==> src/hw/riscLockPkg.sv <==
`default_nettype none

package riscLockPkg;

	parameter int XLEN = 32;       // register and operand width
	parameter int REG_ADDR_W = 5;  // 32 architectural registers

	// major opcodes, bits [6:0] of the instruction word
	typedef enum logic [6:0] {
		OP_HALT   = 7'b0000000,  // all-zero word stops the core
		OP_UNLOCK = 7'b0000001,
		OP_LOCK   = 7'b0000111,
		OP_IMM    = 7'b0010011,
		OP_REG    = 7'b0110011,
		OP_BRANCH = 7'b1100011,
		OP_JAL    = 7'b1101111
	} opcode_t;

	// integer operations, bit 30 picks SUB and SRA
	typedef enum logic [2:0] {
		F3_ADD  = 3'b000,
		F3_SLL  = 3'b001,
		F3_SLT  = 3'b010,
		F3_SLTU = 3'b011,
		F3_XOR  = 3'b100,
		F3_SR   = 3'b101,
		F3_OR   = 3'b110,
		F3_AND  = 3'b111
	} funct3_t;

	// branch conditions share the funct3 field
	typedef enum logic [2:0] {
		BEQ  = 3'b000,
		BNE  = 3'b001,
		BLT  = 3'b100,
		BGE  = 3'b101,
		BLTU = 3'b110,
		BGEU = 3'b111
	} branch_t;

	typedef enum logic [1:0] {
		LOCK_NONE    = 2'd0,
		LOCK_HOLD    = 2'd1,  // waiting for go
		LOCK_RELEASE = 2'd2   // one-cycle release pulse
	} lockCmd_t;

	typedef enum logic [3:0] {
		IDLE, FETCH, LATCH, DECODE, EXEC, PCUPDATE, LOCKWAIT, DONE, ERROR
	} state_t;

endpackage

`default_nettype wire

==> src/hw/regFile.sv <==
`timescale 1ns/1ps
`default_nettype none

module regFile (
	input  logic                              clk,
	input  logic                              rst,
	input  logic                              writeEn,
	input  logic [riscLockPkg::REG_ADDR_W-1:0] rs1Addr,
	input  logic [riscLockPkg::REG_ADDR_W-1:0] rs2Addr,
	input  logic [riscLockPkg::REG_ADDR_W-1:0] rdAddr,
	input  logic [riscLockPkg::XLEN-1:0]       rdData,
	output logic [riscLockPkg::XLEN-1:0]       rs1Data,
	output logic [riscLockPkg::XLEN-1:0]       rs2Data
);
	import riscLockPkg::*;

	logic [XLEN-1:0] regs [2**REG_ADDR_W];

	// both read ports are combinational
	assign rs1Data = regs[rs1Addr];
	assign rs2Data = regs[rs2Addr];

	always_ff @(posedge clk or negedge rst)
	begin
		if (!rst)
		begin
			for (int i = 0; i < 2**REG_ADDR_W; i++)
			begin
				regs[i] <= '0;
			end
		end
		else if (writeEn && (rdAddr != '0))  // x0 stays zero
		begin
			regs[rdAddr] <= rdData;
		end
	end

endmodule

`default_nettype wire

==> config.mk <==
export PLATFORM = sky130hd
export DESIGN_NAME = regFile
export DESIGN_NICKNAME = d
export VERILOG_FILES = /design/src/hw/riscLockPkg.sv /design/src/hw/regFile.sv
export SDC_FILE = /design/constraint.sdc
export NUM_CORES = 2
export LEC_CHECK = 0
export BUFFER_PORTS_ARGS = -buffer_cell sky130_fd_sc_hd__buf_4
export CORE_MARGIN = 2
export CORE_UTILIZATION = 43
export CTS_CLUSTER_DIAMETER = 30
export CTS_CLUSTER_SIZE = 30
export DETAILED_ROUTE_END_ITERATION = 16
export PLACE_DENSITY = 0.59
export SYNTH_ARGS = -nofsm -noshare
export SYNTH_HDL_FRONTEND = slang
export SYNTH_SLANG_ARGS = --single-unit
==> constraint.sdc <==
create_clock -name clk -period 4.4 [get_ports clk]
set_clock_uncertainty 0.2 [all_clocks]
set_input_delay 0.44 -clock clk [delete_from_list [all_inputs] [get_ports clk]]
set_output_delay 0.44 -clock clk [all_outputs]
set_load 0.01 [all_outputs]
* After elaboration in Yosys (flattened, before gate mapping)
Index checks and enable logic that the tools add are counted.
** Word-level totals
- Bits in registers :: 1024
- Bits of input ports :: 50
- Output and inout bits :: 64
- Logic and storage cells :: 51
** Cells by class
- Order comparisons :: 4
- Muxes and demuxes :: 9
- Bitwise operators :: 3
- Reductions and logical operators :: 3
** Operator list (count)
- 1024-bit bitwise mux :: 1
- 32-bit binary-select mux with 5-bit select :: 2
- 32-bit demux with 5-bit select :: 1
- 32-bit two-way mux :: 5
- 6-bit >= comparator, second input constant :: 3
- 5-bit inverter with 6-bit output :: 3
- 6-bit by 1-bit less-than comparator with 1-bit output, second input constant :: 1
- 5-bit nonzero test :: 1
- 1-bit logical AND :: 2

* Depth between registers and ports, before layout
- Depth after elaboration :: 6
- Mapped depth :: 8

* Worst setup path before layout
No wires, ideal clock.
- Path type :: input-to-output
- Start point :: in rs1Addr[1] (netlist name)
- End point :: out rs1Data[23] (netlist name)
- Arrival time :: 1.681 ns
- Data required time :: 3.760 ns
- Setup slack :: 2.079 ns
- Cell stages on the path :: 7
- Buffers on the path :: 3
- Cell sequence :: buf_2 > buf_2 > buf_2 > mux2i_1 > a22oi_1 > a31oi_1 > nand3_1
** On the way
- Longest elaborated chain between the ends :: 4
** RTL lines
- start: declaration :: RTL line regFile.sv:8 : input logic [riscLockPkg::REG_ADDR_W-1:0] rs1Addr,
- 5-bit inverter with 6-bit output (not written as such) :: RTL line regFile.sv:20 : assign rs1Data = regs[rs1Addr];
- 32-bit binary-select mux with 5-bit select :: RTL line regFile.sv:20
- 32-bit two-way mux (not written as such) (2 in series) :: RTL line regFile.sv:20
- end: declaration :: RTL line regFile.sv:12 : output logic [riscLockPkg::XLEN-1:0] rs1Data,
No other way between the ends. The select of a mux whose other input is x is not followed.

* Worst setup path in the final report
- Start point :: in rs2Addr[1] (netlist name)
- End point :: out rs2Data[3] (netlist name)
** On the way
- Longest elaborated chain between the ends :: 4
** RTL lines
- start: declaration :: RTL line regFile.sv:9 : input logic [riscLockPkg::REG_ADDR_W-1:0] rs2Addr,
- 5-bit inverter with 6-bit output (not written as such) :: RTL line regFile.sv:21 : assign rs2Data = regs[rs2Addr];
- 32-bit binary-select mux with 5-bit select :: RTL line regFile.sv:21
- 32-bit two-way mux (not written as such) (2 in series) :: RTL line regFile.sv:21
- end: declaration :: RTL line regFile.sv:13 : output logic [riscLockPkg::XLEN-1:0] rs2Data
No other way between the ends. The select of a mux whose other input is x is not followed.

==> results.md <==
- Die area: 132000 um2
- Fill cells: 10900
- RSZ-0062 raised after global routing: false
- Least-Margin Pin Slew: 1.21 ns
- Sink Count: 1024
- Int Power: 0.0285 W
- Vias: 39600
- Sequential area share after synthesis: 46.2%
- Worst-Skew Late Latency: 0.87 ns
- Maximum vdd drop: 0.000399 V
- Most frequent cells in the layout: mux2i_1, dfrtp_1, mux2_2
- # Post-CTS Setup Buffers: 0
- Switching Power: 0.00980 W
- Sequential Power Share: 32.9%
- Starting density of the core: 43.4%
- Worst setup EP type: primary output
- Setup CP Type: in2out
- Outcome: completed
- Wire per inst: 27.3 um
- Syn Inst Count: 4606
- Row count: 131
- Port Buffers: 113
- Core footprint: 128000 um2
- Vias per inst: 6.01
- Longest Clk Path Bufs: 4
- Grt ovf: 0
- Register bit total from synthesis: 1024
- Crit-path max FO: 40
- Grt peak-use layer: met2
- First-pass GRT wire length: 270 mm
- Placed Area: 58300 um2
- Syn nets: 4656
- Drt first pass iters: 5
- Cell Area, Synth: 55500 um2
- Die height: 363 um
- Worst slew margin: 18.7%
- Worst Path Required: 3.76 ns
- Met3 usage: 4.53%
- Synth unique cells: 27
- PD cells: 562 nW/um2
- Fraction of final layout cells with drive strength greater than 1: 35.7%
- Synthesis-to-finish area growth: 22.8%
- Final Cell Area: 68100 um2
- Pin count of the biggest net entering global routing: 147
- Hold-critical path depth: 4
- Part of the power in combinational logic: 14.0%
- Final Critical Period: 3.31 ns
- Ratio of final minimum period to clock period: 75.3%
- Routability Congestion: 0.804
- DRT antenna net count: 0
- Chip width: 363 um
- Max reg flops: 1024
- TNS Setup: 0 ns
- Syn. warnings: 0
- Leading registers by flop count: regs: 1024 flops
- CTS tree: done
- Area of the multi-input gates: 27900 um2
- Setup violation total in the final timing report: 0
- Initial antenna violation count: 2
- H-tree Lvls: 5
- Routing usage on met1: 36.7%
- Startpoint types: input port
- Fin nets: 4781
- Max-cap check violation count: 0
- Final hold violation count: 0
- # DRC: 0
- DPL Wire Length: 103 mm
- Resized Gates After CTS: 0
- Crit path DAT: 2.67 ns
- Sequential Area: 25600 um2
- Lkg Pwr: 32.2 nW
- Routed wire length: 180 mm
- CTS Buf Count: 287
- I/O pin total: 114
- Grt met2 use: 43.9%
- Clock slew at the register clock pins of the worst setup and hold paths: 0.04 ns
- Vias in the first global route: 40900
- Clk pwr share: 53.1%
- Post-synthesis average cell area: 12.1 um2
- Biggest register: regs
- Overall routing resource usage: 27.2%
- DR iter-0 viols: 2886
- Peak Freq: 302 MHz
- Sw Ratio: 25.6%
- Reg2Reg Depth: 1
- Hold crit path type: in2reg
- Clock root cell: clkbuf_16
- Max-slew violation count: 0
[logic make-up (layout without fill, tap and decap cells)]
logic type	count (synthesis)	after routing	share of synthesized area (%)
AND/OR/NAND/NOR	513	513	4.23
other	0	2	0
flip-flops	1024	1024	46.2
AO/OA/AOI/OAI	576	576	7.07
buffers and inverters	477	804	3.95
multiplexers	2016	2016	38.6
[worst paths after layout]
| kind | from | endpoint | slack [ns] |
|---|---|---|---|
| max | rs2Addr[1] | rs2Data[3] | 1.09 |
| min | rdAddr[0] | regs[45]$_DFFE_PN0P_ | 0.12 |
| max reg2reg | regs[984]$_DFFE_PN0P_ | regs[984]$_DFFE_PN0P_ | 3.39 |
| min reg2reg | regs[1015]$_DFFE_PN0P_ | regs[1015]$_DFFE_PN0P_ | 0.19 |
| max in group asynchronous | rst | regs[81]$_DFFE_PN0P_ | 2.42 |
| min in group asynchronous | rst | regs[2]$_DFFE_PN0P_ | 0.42 |
[timing repair]
action / 4_1_cts / 5_1_grt
setup endpoints to repair: 0 / 0
hold buffers: 35 / 0
endpoints found under the hold margin: 1248 / 0
[final cells by class]
class                   instances  area share (%)
multi-input cells            3105            41.0
repair buffers                313            4.46
clock inverters               114            2.13
flip-flops and latches       1024            37.6
well taps                    1662            3.05
diodes                          2         0.00735
clock buffers                 377            11.8
[critical path, cell delays in order]
cell	delay [ns]
buf_8	0.38
buf_4	0.59
mux2i_1	0.25
a22o_1	0.16
nor3_1	0.05
a31oi_1	0.29
nand3_1	0.23
buf_4	0.21
[synth_stat cells, drive strengths merged]
master | n | area (um2)
a21oi | 192 | 961
a22o | 128 | 1120
a22oi | 192 | 1440
a31oi | 64 | 400
and2 | 3 | 18.8
and3 | 1 | 6.26
and3b | 2 | 17.5
buf | 251 | 1340
clkbuf | 226 | 850
dfrtp | 1024 | 25600
mux2 | 992 | 11200
mux2i | 1024 | 10200
nand2 | 211 | 792
nand2b | 5 | 31.3
nand3 | 193 | 966
nand3b | 5 | 37.5
nand4 | 1 | 6.26
nor2 | 16 | 60.1
nor2b | 4 | 25.0
nor3 | 65 | 325
nor3b | 5 | 47.5
or2 | 2 | 12.5
[power groups by stage]
stage	sequential, W	combinational, W	clock, W
6_report	0.0126	0.00534	0.0203
5_1_grt	0.0128	0.00583	0.0212
3_5_place_dp	0.0127	0.00531	0
3_3_place_gp	0.0126	0.00520	0
2_1_floorplan	0.0123	0.00396	0
4_1_cts	0.0126	0.00537	0.0206
[stage by stage]
step / setup slack (ns) / cells / hold WS, ns / total power, W / utilization, %
final: 1.09 / 6597 / 0.119 / 0.0383 / 53.3
after CTS: 1.11 / 6595 / 0.0480 / 0.0385 / 53.3
after global placement: 1.10 / 6069 / 0.185 / 0.0178 / 45.6
after detailed placement: 1.11 / 6069 / 0.188 / 0.0180 / 45.6
after global routing: 0.985 / 6595 / 0.0810 / 0.0398 / 53.3
after floorplan: 2.08 / 4606 / -0.0556 / 0.0163 / -
[metal layers]
layer  wire, um  vias up
met4       6180        0
met1      79400    20800
met5          0        -
met3       8440      365
li1           -    17300
met2      86200     1135
(Power assumes the default switching activity.)
