$ cat config.mk
export PLATFORM = sky130hd
export DESIGN_NAME = intAlu
export DESIGN_NICKNAME = d
export VERILOG_FILES = /design/src/hw/riscLockPkg.sv /design/src/hw/intAlu.sv
export SDC_FILE = /design/constraint.sdc
export NUM_CORES = 1
export LEC_CHECK = 0
export ABC_AREA = 1
export BUFFER_PORTS_ARGS = -buffer_cell sky130_fd_sc_hd__buf_2
export CAP_MARGIN = 20
export CELL_PAD_IN_SITES_DETAIL_PLACEMENT = 0
export CELL_PAD_IN_SITES_GLOBAL_PLACEMENT = 1
export CORE_UTILIZATION = 41
export DETAILED_ROUTE_END_ITERATION = 16
export MAX_ROUTING_LAYER = met4
export PLACE_DENSITY_LB_ADDON = 0.08
export SYNTH_ARGS = -nofsm -noshare
export SYNTH_HDL_FRONTEND = slang
export SYNTH_SLANG_ARGS = --single-unit
$ cat constraint.sdc
create_clock -name vclk -period 4.1
set_input_delay 0.82 -clock vclk [all_inputs]
set_output_delay 0.82 -clock vclk [all_outputs]
set_load 0.005 [all_outputs]
$ cat src/hw/riscLockPkg.sv
`default_nettype none

package riscLockPkg;

	parameter int XLEN = 32;       // register and operand width
	parameter int REG_ADDR_W = 5;  // 32 architectural registers

	// major opcodes, bits [6:0] of the instruction word
	typedef enum logic [6:0] {
		OP_HALT   = 7'b0000000,  // all-zero word stops the core
		OP_UNLOCK = 7'b0000001,
		OP_LOCK   = 7'b0000111,
		OP_IMM    = 7'b0010011,
		OP_REG    = 7'b0110011,
		OP_BRANCH = 7'b1100011,
		OP_JAL    = 7'b1101111
	} opcode_t;

	// integer operations, bit 30 picks SUB and SRA
	typedef enum logic [2:0] {
		F3_ADD  = 3'b000,
		F3_SLL  = 3'b001,
		F3_SLT  = 3'b010,
		F3_SLTU = 3'b011,
		F3_XOR  = 3'b100,
		F3_SR   = 3'b101,
		F3_OR   = 3'b110,
		F3_AND  = 3'b111
	} funct3_t;

	// branch conditions share the funct3 field
	typedef enum logic [2:0] {
		BEQ  = 3'b000,
		BNE  = 3'b001,
		BLT  = 3'b100,
		BGE  = 3'b101,
		BLTU = 3'b110,
		BGEU = 3'b111
	} branch_t;

	typedef enum logic [1:0] {
		LOCK_NONE    = 2'd0,
		LOCK_HOLD    = 2'd1,  // waiting for go
		LOCK_RELEASE = 2'd2   // one-cycle release pulse
	} lockCmd_t;

	typedef enum logic [3:0] {
		IDLE, FETCH, LATCH, DECODE, EXEC, PCUPDATE, LOCKWAIT, DONE, ERROR
	} state_t;

endpackage

`default_nettype wire

$ cat src/hw/intAlu.sv
`timescale 1ns/1ps
`default_nettype none

module intAlu (
	input  logic [riscLockPkg::XLEN-1:0] rs1Data,
	input  logic [riscLockPkg::XLEN-1:0] operandB,
	input  riscLockPkg::funct3_t         funct3,
	input  logic                         altOp,     // instruction bit 30
	input  logic                         regForm,   // instruction bit 5
	output logic [riscLockPkg::XLEN-1:0] aluResult
);
	import riscLockPkg::*;

	logic [4:0] shamt;
	logic       ltSigned;
	logic       ltUnsigned;

	assign shamt = operandB[4:0];  // only five bits of shift distance
	assign ltSigned = $signed(rs1Data) < $signed(operandB);
	assign ltUnsigned = rs1Data < operandB;

	always_comb
	begin
		case (funct3)
			F3_ADD:
			begin
				// ADDI has no subtract form, bit 30 is part of its immediate
				if (regForm && altOp)
					aluResult = rs1Data - operandB;
				else
					aluResult = rs1Data + operandB;
			end
			F3_SLL:
				aluResult = rs1Data << shamt;
			F3_SLT:
				aluResult = {{(XLEN-1){1'b0}}, ltSigned};
			F3_SLTU:
				aluResult = {{(XLEN-1){1'b0}}, ltUnsigned};
			F3_XOR:
				aluResult = rs1Data ^ operandB;
			F3_SR:
			begin
				// kept as separate statements so the arithmetic shift stays signed
				if (altOp)
					aluResult = $signed(rs1Data) >>> shamt;
				else
					aluResult = rs1Data >> shamt;
			end
			F3_OR:
				aluResult = rs1Data | operandB;
			F3_AND:
				aluResult = rs1Data & operandB;
			default:
				aluResult = '0;
		endcase
	end

endmodule

`default_nettype wire

Yosys cells after proc, flatten, opt, wreduce, memory -nomap -nowiden

Index checks and enable logic that the tools add are counted.
Widths: inputs -> output; s select.

Reduce and logical (&&, ||, !) cells: 2
Add/sub/neg operators: 2
Shift operators: 3
Multiplexer cells: 3
Order comparisons: 2
Bitwise gates (word level): 3
Equality and inequality tests: 7

Operators with widths:

| cell               | number |
|---|---|
| $pmux 32 s8        | 1 |
| $lt 32x32->1       | 2 |
| $mux 32            | 2 |
| $add 32x32->32     | 1 |
| $and 32x32->32     | 1 |
| $or 32x32->32      | 1 |
| $shl 32x5->32      | 1 |
| $shr 32x5->32      | 1 |
| $sshr 32x5->32     | 1 |
| $sub 32x32->32     | 1 |
| $xor 32x32->32     | 1 |
| $eq 3x3->1 const B | 4 |
| $eq 3x2->1 const B | 2 |
| $eq 3x1->1 const B | 1 |
| $logic_not 3->1    | 1 |
| $logic_and 1x1->1  | 1 |

Input port bits: 69
Register bits after elaboration: 0
Word-level logic and storage cells: 22
Output and inout port bits: 32

Depth between registers and ports, before layout

Word-level depth: 3
Depth in mapped cells: 19
Depth with buffers taken out: 18

Least setup slack after synthesis

Ideal clock, no wire load.

Kind: input-to-output
From: input port operandB[3] (netlist bit)
To: output port aluResult[11] (netlist bit)
Required time: 3280 ps
Setup slack: 558 ps
Arrival time: 2722 ps
Buffers on the path: 3
Stages on the path: 15
Cells stage by stage: inv_1 > buf_2 > buf_1 > ha_1 > buf_2 > nor2_1 > nand2_1 > nor2_1 > nand2_1 > nand3_1 > nand2_1 > o21ai_1 > xor2_1 > nand2_1 > nand3_1

Word-level cells in the longest chain between the ends: 3
Elaborated cells between the ends (all ways): 8
Classes of those cells: 2 x add/sub; 3 x shift; 3 x mux

RTL lines:

| element                                      | RTL line                   | RTL |
|---|---|---|
| start, declared                              | intAlu.sv:6                | `input logic [riscLockPkg::XLEN-1:0] operandB,` |
| $add 32x32->32, or another cell as far along | intAlu.sv:31               | `aluResult = rs1Data + operandB;` |
| $mux 32 (on tied branches)                   | intAlu.sv:28, intAlu.sv:44 |  |
| $pmux 32 s8 *                                | intAlu.sv:24               | `case (funct3)` |
| end, declared                                | intAlu.sv:10               | `output logic [riscLockPkg::XLEN-1:0] aluResult` |

Mark *: on every way between the ends. The rest lies on a longest branch, timed or not.

Final worst setup path

From: input port operandB[0] (netlist bit)
To: output port aluResult[6] (netlist bit)

The elaborated chain is that of the path after synthesis.

==> results.yml <==
global_route:
  grt-ovfl-total: 0
  grt_max_degree: 78
  grt_pass1_vias: 12017
  grt_antenna_before_repair: 1
  grt_pass1_wl_microns: 71800
  grtUsageTotal: 0.406
layout:
  clockBufferCount: 0
  area_delta_synth_final_pct: 10.4
  nNetsFinal: 2225
  ff_latch_area_sq_um: 0
  final_util: 0.465
  drive_above_1_share: 0.0968
  seq_cell_count: 0
yosys:
  synth_xor_area_frac: 0.00637
  synth_compound_area_frac: 0.172
  synth_fa_ha_area_frac: 0.130
  synth_top_cell_by_area: "nand2_1"
  synth_top_family_by_area: "simple AND/OR/NAND/NOR gates"
  syn_nets: 2151
  synth_top_area_frac: 0.285
  synthCells: 1983
  yosys_warnings: 0
  yosys.cell_types.count: 43
  synthSimpleGateAreaFrac: 0.529
  ys_seq_area_frac: 0
  muxShareOfSynthArea: 0.00416
  synth_area_leaders: "nand2_1 (29%), nand3_1 (15%), ha_1 (13%)"
  synth_area_sq_um: 9630
  syn_avg_cell_area_sq_um: 4.86
pwr:
  p_int_uw: 479
  power_density_nw_per_um2: 142
  p_sw_mw: 1.03
  cellLeakagePower_nw: 6.12
  p_seq_frac: 0
  clkPwrFrac: 0
  p_total_mw: 1.51
  irDropWorstVdd_v: 0.0000778
  power_frac_comb: 1.000
  p_sw_frac: 0.682
worst_hold_path:
  hold_path.class: "primary input to output port"
  whs_path_depth: 7
  min_from: "operandB[31]"
  whs_endpoint: "aluResult[31]"
sta:
  slew-limit-headroom: 0.492
  timing_hold_violations_final: 0
  timing.hold.ws_ns: 2.22
  rsz0062_at_grt: "false"
  worstMarginPinSlew_ns: 0.763
  drv_slew: 0
  tns_ns: 0
  min_period_ns: 3.96
  min_period_over_period: 0.965
  finalSetupViolCount: 0
  fmax_mhz: 253
cts:
  hold_buffers: 0
worst_setup_path:
  worstSetupPathType: "primary input to output port"
  arrival_ns: 3.14
  setup.worst_path.end_class: "output port"
  path_cells: "buf_2 > buf_12 > inv_4 > buf_4 > a21oi_1 > nand2_1 > nand3_1 > o211ai_1 > o211ai_1 > o21ai_0 > buf_4 > nand2_1 > nand3_1 > buf_2"
  required_ns: 3.28
  slowest_delay_ns: 0.27
  crit_fanout: 59
  crit_slowest_cell: "buf_12"
  start_kind: "primary input"
detailed_routing:
  wl_microns: 48500
  drtPass1Iterations: 9
  vias: 13353
  wl_per_cell_microns: 20.5
  ant_nets: 0
  first_iter_violations: 1552
  drc_errors: 0
  viasPerCell: 5.64
placed_design:
  hpwlAfterDp_microns: 40400
  numPortBuffers: 101
  gp_congestion: 1.06
run:
  maxCapViolations: 0
run_status:
  status: "completed"
die:
  core_area_sq_um: 22800
  num_rows: 55
  die_h_microns: 155
  die_area_sq_um: 24100
  start_util: 0.421
  die_x_microns: 155
  io_pins: 101
## power groups by stage
stage	logic (mW)	registers [mW]	clock network (mW)
2_1_floorplan	0.928	0	0
3_3_place_gp	1.46	0	0
3_5_place_dp	1.46	0	0
4_1_cts	1.47	0	0
5_1_grt	1.64	0	0.0000000327
6_report	1.51	0	0.0000000328
## repair_timing
action	CTS	global route
resized for setup	0	3
buffers inserted	0	0
setup endpoints to repair	0	3
## metal layers
metal / global-route usage / up-vias / routed length, microns
li1: - / 6526 / -
met1: 0.529 / 5940 / 20200
met2: 0.645 / 772 / 21500
met3: 0.0359 / 115 / 4480
met4: 0.164 / 0 / 2280
met5: - / - / 0
## synthesized netlist by cell type, types with 2 or more instances
cell type and count:
o211ai_1 34, nand4_1 10, buf_4 7, mux2i_1 4, o2111ai_1 3, clkbuf_1 29
inv_1 260, o21ai_0 60, buf_2 47, o21bai_1 9, nand2_2 4, o221ai_1 2
inv_2 2, o21ai_2 2, nor2_1 150, a211oi_1 2, nand2_1 732, a221oi_1 11
a21oi_1 87, or2_2 3, clkinv_1 4, buf_6 7, and2_1 4, o21ai_1 19
fa_1 2, buf_1 12, a31oi_1 6, nor3_1 25, a21oi_2 5, o21a_1 15
nand3b_1 4, o22ai_1 17, ha_1 97, xor2_1 6, nand3_1 294
## cell families after synthesis
group	count (synthesis)
AND/OR/NAND/NOR	1228
XOR/XNOR	7
buffers and inverters	370
AO/OA/AOI/OAI	275
multiplexers	4
adder cells (fa/ha/maj)	99
## how the worst max path moves through the flow
stage / start / cells after the start / endpoint / slack, ns
6_report: operandB[0] / 14 / aluResult[6] / 0.14
5_1_grt: operandB[0] / 16 / aluResult[6] / 0.03
4_1_cts: operandB[0] / 16 / aluResult[1] / 0.21
3_5_place_dp: operandB[0] / 16 / aluResult[1] / 0.22
3_3_place_gp: operandB[0] / 16 / aluResult[1] / 0.22
2_1_floorplan: operandB[3] / 15 / aluResult[11] / 0.56
## placed cells by master, fill, tap and decap left out, drive strengths merged
cell type    n
ha          97
nand3      294
o21bai       9
nand3b       4
o221ai       2
o22ai       17
mux2i        4
diode        1
buf        175
xor2         6
and2         4
a221oi      11
xnor2        1
nor3        26
nand4       10
a31o         1
a21oi       92
a311oi       1
a211oi       2
o21ai       81
o211ai      34
inv        264
a31oi        6
nor2       150
o2111ai      3
a21boi       1
clkinv       3
o21a        15
nand2      736
fa           2
or2          4
## stage by stage
step                area, sq um  setup WS [ns]  instances
floorplan                  9630          0.558       1983
global placement          10600          0.223       2368
detailed placement        10600          0.222       2368
CTS                       10600          0.212       2368
global route              10600         0.0266       2369
finish                    10600          0.143       2369
## layout make-up
class / instances / area, sq um
multi-input cells: 1613 / 8110
inverters: 267 / 1000
diodes: 1 / 2.50
repair buffers: 175 / 1120
fillers: 2755 / 12200
well taps: 313 / 392
## critical path: cells and delay by family
kind / cells / cell delay (ns)
AO/OA/AOI/OAI: 4 / 0.79
buffers and inverters: 6 / 1.06
AND/OR/NAND/NOR: 4 / 0.47
(Power assumes the default switching activity.)
