<file path="src/hw/riscLockPkg.sv">
`default_nettype none

package riscLockPkg;

	parameter int XLEN = 32;       // register and operand width
	parameter int REG_ADDR_W = 5;  // 32 architectural registers

	// major opcodes, bits [6:0] of the instruction word
	typedef enum logic [6:0] {
		OP_HALT   = 7'b0000000,  // all-zero word stops the core
		OP_UNLOCK = 7'b0000001,
		OP_LOCK   = 7'b0000111,
		OP_IMM    = 7'b0010011,
		OP_REG    = 7'b0110011,
		OP_BRANCH = 7'b1100011,
		OP_JAL    = 7'b1101111
	} opcode_t;

	// integer operations, bit 30 picks SUB and SRA
	typedef enum logic [2:0] {
		F3_ADD  = 3'b000,
		F3_SLL  = 3'b001,
		F3_SLT  = 3'b010,
		F3_SLTU = 3'b011,
		F3_XOR  = 3'b100,
		F3_SR   = 3'b101,
		F3_OR   = 3'b110,
		F3_AND  = 3'b111
	} funct3_t;

	// branch conditions share the funct3 field
	typedef enum logic [2:0] {
		BEQ  = 3'b000,
		BNE  = 3'b001,
		BLT  = 3'b100,
		BGE  = 3'b101,
		BLTU = 3'b110,
		BGEU = 3'b111
	} branch_t;

	typedef enum logic [1:0] {
		LOCK_NONE    = 2'd0,
		LOCK_HOLD    = 2'd1,  // waiting for go
		LOCK_RELEASE = 2'd2   // one-cycle release pulse
	} lockCmd_t;

	typedef enum logic [3:0] {
		IDLE, FETCH, LATCH, DECODE, EXEC, PCUPDATE, LOCKWAIT, DONE, ERROR
	} state_t;

endpackage

`default_nettype wire

</file>
<file path="src/hw/branchCompare.sv">
`timescale 1ns/1ps
`default_nettype none

module branchCompare (
	input  logic [riscLockPkg::XLEN-1:0] rs1Data,
	input  logic [riscLockPkg::XLEN-1:0] rs2Data,
	input  riscLockPkg::branch_t         cond,
	output logic                         takeBranch
);
	import riscLockPkg::*;

	logic isEqual;
	logic ltSigned;
	logic ltUnsigned;

	assign isEqual = rs1Data == rs2Data;
	assign ltSigned = $signed(rs1Data) < $signed(rs2Data);
	assign ltUnsigned = rs1Data < rs2Data;

	always_comb
	begin
		case (cond)
			BEQ:  takeBranch = isEqual;
			BNE:  takeBranch = !isEqual;
			BLT:  takeBranch = ltSigned;
			BGE:  takeBranch = !ltSigned;
			BLTU: takeBranch = ltUnsigned;
			BGEU: takeBranch = !ltUnsigned;
			default:
				takeBranch = 1'b0;  // funct3 010 and 011 never branch
		endcase
	end

endmodule

`default_nettype wire

</file>
<file path="config.mk">
export PLATFORM = sky130hd
export DESIGN_NAME = branchCompare
export DESIGN_NICKNAME = d
export VERILOG_FILES = /design/src/hw/riscLockPkg.sv /design/src/hw/branchCompare.sv
export SDC_FILE = /design/constraint.sdc
export NUM_CORES = 1
export LEC_CHECK = 0
export CORE_MARGIN = 1
export CORE_UTILIZATION = 30
export DETAILED_ROUTE_END_ITERATION = 8
export DONT_BUFFER_PORTS = 1
export SLEW_MARGIN = 20
export SYNTH_ARGS = -nofsm -noshare
export SYNTH_HDL_FRONTEND = slang
export SYNTH_SLANG_ARGS = --single-unit
</file>
<file path="constraint.sdc">
create_clock -name vclk -period 5.73
set_input_delay 0.8595 -clock vclk [all_inputs]
set_output_delay 0.8595 -clock vclk [all_outputs]
set_load 0.005 [all_outputs]
</file>
# Word-level counts from Yosys, hierarchy flattened
# Cells that the tools add are included.
word_totals:
  register_bits: 0
classes:
  magnitude_cmp: 2
  eq_ne: 6
  mux: 1
  n_reduce_logical: 4
op_table:
  columns: ["op", "n"]
  rows:
  - ["32-bit < comparator", 2]
  - ["32-bit == test", 1]
  - ["3-bit == test (second input constant)", 4]
  - ["1-bit one-hot mux with 6 select lines", 1]
  - ["3-bit by 1-bit == test with 1-bit output (second input constant)", 1]
  - ["1-bit zero test", 3]
  - ["3-bit zero test", 1]

# Logic depth before layout (Yosys ltp)
# Gate-level depths: netlist of run 1.
logic_depth:
  depth_word: 3
  ltp_mapped: 8

# Worst setup path before layout of run 1
# Ideal clock, no wire load.
synth_path:
  path_kind: "in2out"
  start: "input rs2Data[23] (netlist name)"
  end: "output takeBranch"
  arrival_ns: 2.465
  t_required_ns: 4.871
  setup_slack_ns: 2.405
  stages: 8
  path_buffers: 0
  path_cell_list: "inv_1 ha_1 a21oi_2 o21ai_1 a221oi_2 o22ai_1 or4_1 a31o_1"
synth_via:
  elab_chain_len: 3
  word_cells_on_any_way: 7
  cone_classes: "order compare (2); eq/ne (1); mux (1); reduce/logical (3)"
synth_lines:
  columns: ["item", "line_no", "source"]
  rows:
  - ["from (decl)", "branchCompare.sv:6", "input logic [riscLockPkg::XLEN-1:0] rs2Data,"]
  - ["32-bit < comparator (tied with other cells)", "branchCompare.sv:18", "assign ltUnsigned = rs1Data < rs2Data;"]
  - ["1-bit zero test, on equally long branches", "branchCompare.sv:28, branchCompare.sv:24, branchCompare.sv:26", null]
  - ["1-bit one-hot mux with 6 select lines *", "branchCompare.sv:22", "case (cond)"]
  - ["to (decl)", "branchCompare.sv:8", "output logic takeBranch"]
# Mark *: on every way between the ends. The rest lies on a longest branch, timed or not.

# Final worst setup path of run 1
# Ends and elaborated chain as after synthesis.

==> out/metrics.yaml, run 1 <==
die:
  die_w_um: 55.7
  design.core.area_mm2: 0.00273
  pin_count: 68
  num_rows: 19
  initial_core_util_pct: 31.6
  dieArea_mm2: 0.00310
  die_y_um: 55.7
global_routing:
  grt_pass1_vias: 838
  antenna_found_initial: 0
  overflow: 0
  grt.total_usage_pct: 11.7
  grt_max_degree: 4
  grt_pass1_wl_mm: 3.08
place:
  dp_hpwl_mm: 1.85
  gp_congestion: 0.676
  portBuffers: 0
  dpl_cell_area_um2: 903
  dp_cells: 151
routing:
  ant_nets: 0
  vias: 808
  wl_per_cell_um: 12.1
  drt-total-wl_mm: 1.83
  route.detailed.drc: 0
  drtPass1Iterations: 3
  first_iter_violations: 9
  vias_per_cell: 5.35
worst_setup_path:
  arrival_ps: 2600
  crit_path_end_kind: "primary output"
  worst_setup_path_start_kind: "input pin"
  critPathRequiredTime_ps: 4870
  critPathMaxFanout: 3
  path_class: "input pin to primary output"
yosys:
  synth.avg_cell_area_um2: 7.20
  synthTopCellsByCount: "inv_1 (33), ha_1 (32), a21oi_1 (12), nand2_1 (8), nand4_1 (6)"
  yosysTopAreaCell: "ha_1"
  yosysSeqAreaShare_pct: 0
  syn_inst: 120
  synth_area_um2: 865
  synth.area.top_cells: "ha_1 (46%), inv_1 (14%), a21oi_1 (6.9%)"
  yosys_warnings: 0
  synth.top_cell.area_share_pct: 46.3
  synth_cell_types: 25
  syn-num-nets: 219
  yosysMostFrequentCell: "inv_1"
clock_tree:
  cts_hold_buf: 0
  post_cts_resized: 0
  post_cts_buffers: 0
pwr:
  leakage_nw: 0.527
  vdd_ir_drop_max_mv: 0.0247
  p_per_area_mw_per_mm2: 60.8
timing:
  finalWorstPathRequiredPeriod_ps: 3460
  finalSetupViolations: 0
  rsz0062_at_grt: "false"
  setup_tns_ps: 0
  max_freq_mhz: 289
  worst_pin_slew_ps: 401
  fin_crit_sh_pct: 60.4
  hold_violations: 0
  slew-limit-headroom_pct: 73.2
  slew_viol_final: 0
min_path:
  hold_depth: 1
  hold_end: "takeBranch"
  hp-start: "cond[2]"
  min_path_type: "input pin to primary output"
cells_and_area:
  flops_and_latches: 0
  stdcell_count: 151
  multi_input_area_um2: 741
  fin_nets: 221
  area.sequential_um2: 0
  diodes: 0
  fill_cells: 304
  area_delta_synth_final_pct: 4.49
  drive_above_1_share_pct: 5.00
  clkbuf_count: 0
  fin_area_um2: 903
status:
  status: "finished, final reports clean"
run:
  max_cap_viol_count: 0
## area by class of cell
class | instances | area share (%)
multi-input cells | 87 | 82.0
inverters | 33 | 13.7
well taps | 31 | 4.29
## critical path: stages
cell and delay, ps:
inv_1 20, ha_1 310, a21oi_2 140, o21ai_1 80, a221oi_2 290, o22ai_1 130
or4_1 510, a31o_1 250
## metal layers
metal  track usage [%]  share of wire, %
met1              12.6                42
met3              1.63               7.5
met2              25.0                51
met5                 0                 0
met4                 0                 0
## through the flow
| stage | hold slack, ps | setup WS, ps | util [%] | power (mW) |
|---|---|---|---|---|
| detailed placement | 1860 | 2250 | 33.0 | 0.0558 |
| global route | 1870 | 2120 | 33.0 | 0.0651 |
| CTS | 1860 | 2240 | 33.0 | 0.0562 |
| global placement | 1850 | 2290 | 33.0 | 0.0513 |
| floorplan | 1840 | 2410 | - | 0.0443 |
| finish | 1860 | 2270 | 33.0 | 0.0549 |
## kinds of logic after synthesis
logic type / share of synthesized area [%]
compound gates: 18.7
xor+xnor: 2.03
fa+ha+maj: 46.3
simple gates: 18.7
buf+inv: 14.3
## worst max path at each step
| stage | from | to | slack [ps] | cells past startpoint |
|---|---|---|---|---|
| after global routing | rs2Data[9] | takeBranch | 2120 | 8 |
| after global placement | rs2Data[14] | takeBranch | 2290 | 8 |
| after CTS | rs2Data[9] | takeBranch | 2240 | 8 |
| final | rs2Data[23] | takeBranch | 2270 | 8 |
| after detailed placement | rs2Data[9] | takeBranch | 2250 | 8 |
| after floorplan | rs2Data[23] | takeBranch | 2410 | 8 |
## cells in the final DEF, fill, tap and decap left out, types with 2 or more instances in the layout
cell / instances
and4_2: 2
nor2_1: 2
nor3_1: 2
nand2_1: 8
a221oi_2: 2
inv_1: 33
a21oi_1: 12
ha_1: 32
nand3_1: 5
o21ai_0: 2
nand4_1: 6
## where the power goes
part / switching, mW / leakage [nW] / internal [mW]
sequential: 0 / 0 / 0
combinational: 0.0289 / 0.527 / 0.0260
clock: 0 / 0 / 0
No activity file was read; power rests on OpenSTA's default activity.
==> inputs of run 2 (changes only) <==
- clock period: 5.73 -> 3 ns (I/O delays scaled with it)
==> run 2 against run 1 <==
Against the previous run: critical endpoint unchanged; hold slack lost 820 ps; highest routed layer unchanged; non-clock buffer count did not move; via count unchanged; die area unchanged; final area is the same; sequential share of layout area did not move; cell count did not move; first-iteration DRC count rose by 44%.
==> out/metrics.yaml, run 2 (same netlist as run 1, synthesis figures left out) <==
worst_setup_path:
  crit_chain: "inv_1, ha_1, a21oi_2, o21ai_1, a221oi_2, o22ai_1, or4_1, a31o_1"
  worst_setup_path_start_kind: "input pin"
  critPathMaxFanout: 3  # unchanged
  arrival_ps: 2190  # -410 ps
  slowest_delay_ps: 510  # about the same
  critPathSlowestCell: "or4_1"
  crit_path_end_kind: "primary output"
  path_class: "input pin to primary output"
  critPathRequiredTime_ps: 2550  # -2320 ps
global_routing:
  grt_pass1_wl_mm: 3.04  # -1.1%
  grt_pass1_vias: 803  # -4.2%
  overflow: 0  # unchanged
  antenna_found_initial: 0  # unchanged
  grt_max_degree: 4  # unchanged
  grt.total_usage_pct: 11.7  # -0.049 points
run:
  max_cap_viol_count: 0  # unchanged
timing:
  worst_pin_slew_ps: 399  # -1.57 ps
  finalWorstPathRequiredPeriod_ps: 2640
  slew_viol_final: 0  # unchanged
  fin_crit_sh_pct: 88.1
  setup_tns_ps: 0  # unchanged
  hold_violations: 0  # unchanged
  max_freq_mhz: 378
  rsz0062_at_grt: "false"
  finalSetupViolations: 0  # unchanged
  slew-limit-headroom_pct: 73.3  # +0.10 points
cells_and_area:
  fill_cells: 293  # -3.6%
  flops_and_latches: 0  # unchanged
  final_common_cell: "inv_1"
  clkbuf_count: 0  # unchanged
  layout_common_cells: "inv_1 (33), ha_1 (32), a21oi_1 (12)"
  drive_above_1_share_pct: 5.00  # unchanged
  area.sequential_um2: 0  # unchanged
  area_delta_synth_final_pct: 4.49  # unchanged
  diodes: 0  # unchanged
  fin_area_um2: 903  # unchanged
  fin_nets: 221  # unchanged
place:
  gp_congestion: 0.676  # about the same
  portBuffers: 0  # unchanged
  dpl_cell_area_um2: 903  # unchanged
  dp_hpwl_mm: 1.84  # -0.64%
routing:
  drtPass1Iterations: 3  # unchanged
  drt-total-wl_mm: 1.83  # -0.22%
  ant_nets: 0  # unchanged
  first_iter_violations: 13  # +4
  vias: 808  # unchanged
  vias_per_cell: 5.35  # unchanged
  route.detailed.drc: 0  # unchanged
  wl_per_cell_um: 12.1  # -0.22%
clock_tree:
  cts_hold_buf: 0  # unchanged
  post_cts_buffers: 0  # unchanged
  post_cts_resized: 0  # unchanged
die:
  dieArea_mm2: 0.00310  # unchanged
  die_w_um: 55.7  # unchanged
  num_rows: 19  # unchanged
  initial_core_util_pct: 31.6  # unchanged
  die_y_um: 55.7  # unchanged
  design.core.area_mm2: 0.00273  # unchanged
  pin_count: 68  # unchanged
status:
  status: "finished, final reports clean"
pwr:
  leakage_nw: 0.527  # unchanged
  p_per_area_mw_per_mm2: 116  # +91%
  vdd_ir_drop_max_mv: 0.0470  # +90%
min_path:
  min_path_type: "input pin to primary output"
==> run 2: cell type report <==
| type | count | area (µm²) | share of cell area [%] |
|---|---|---|---|
| Multi-Input combinational cell | 87 | 741 | 82.0 |
| Inverter | 33 | 124 | 13.7 |
| Tap cell | 31 | 38.8 | 4.29 |
==> run 2: layer usage <==
metal,track usage [%],vias up,share of wire [%]
met4,0,0,0
met1,12.2,339,41
met3,1.86,0,7.4
met2,25.1,45,51
met5,0,-,0
li1,-,424,-
==> run 2: worst max-delay path: cells and delay by family <==
kind	cells	cell delay [ps]
compound gates	5	890
simple gates	1	510
fa+ha+maj	1	310
buf+inv	1	20
==> run 2: final timing paths <==
check	from	end	slack, ps	depth (start not counted)
worst max-delay path	rs2Data[23]	takeBranch	360	8
worst min-delay path	cond[2]	takeBranch	1040	1
==> run 2: per-stage QoR <==
step	hold slack [ps]	power [mW]	setup slack [ps]	util, %	instances
final	1040	0.105	357	33.0	151
after global routing	1050	0.124	208	33.0	151
after CTS	1040	0.107	327	33.0	151
after detailed placement	1040	0.106	341	33.0	151
after global placement	1030	0.0980	375	33.0	151
after floorplan	1020	0.0846	494	-	120
==> run 2: power breakdown <==
group	internal, mW	switching [mW]
clock	0	0
sequential	0	0
combinational	0.0497	0.0550
total	0.0497	0.0550
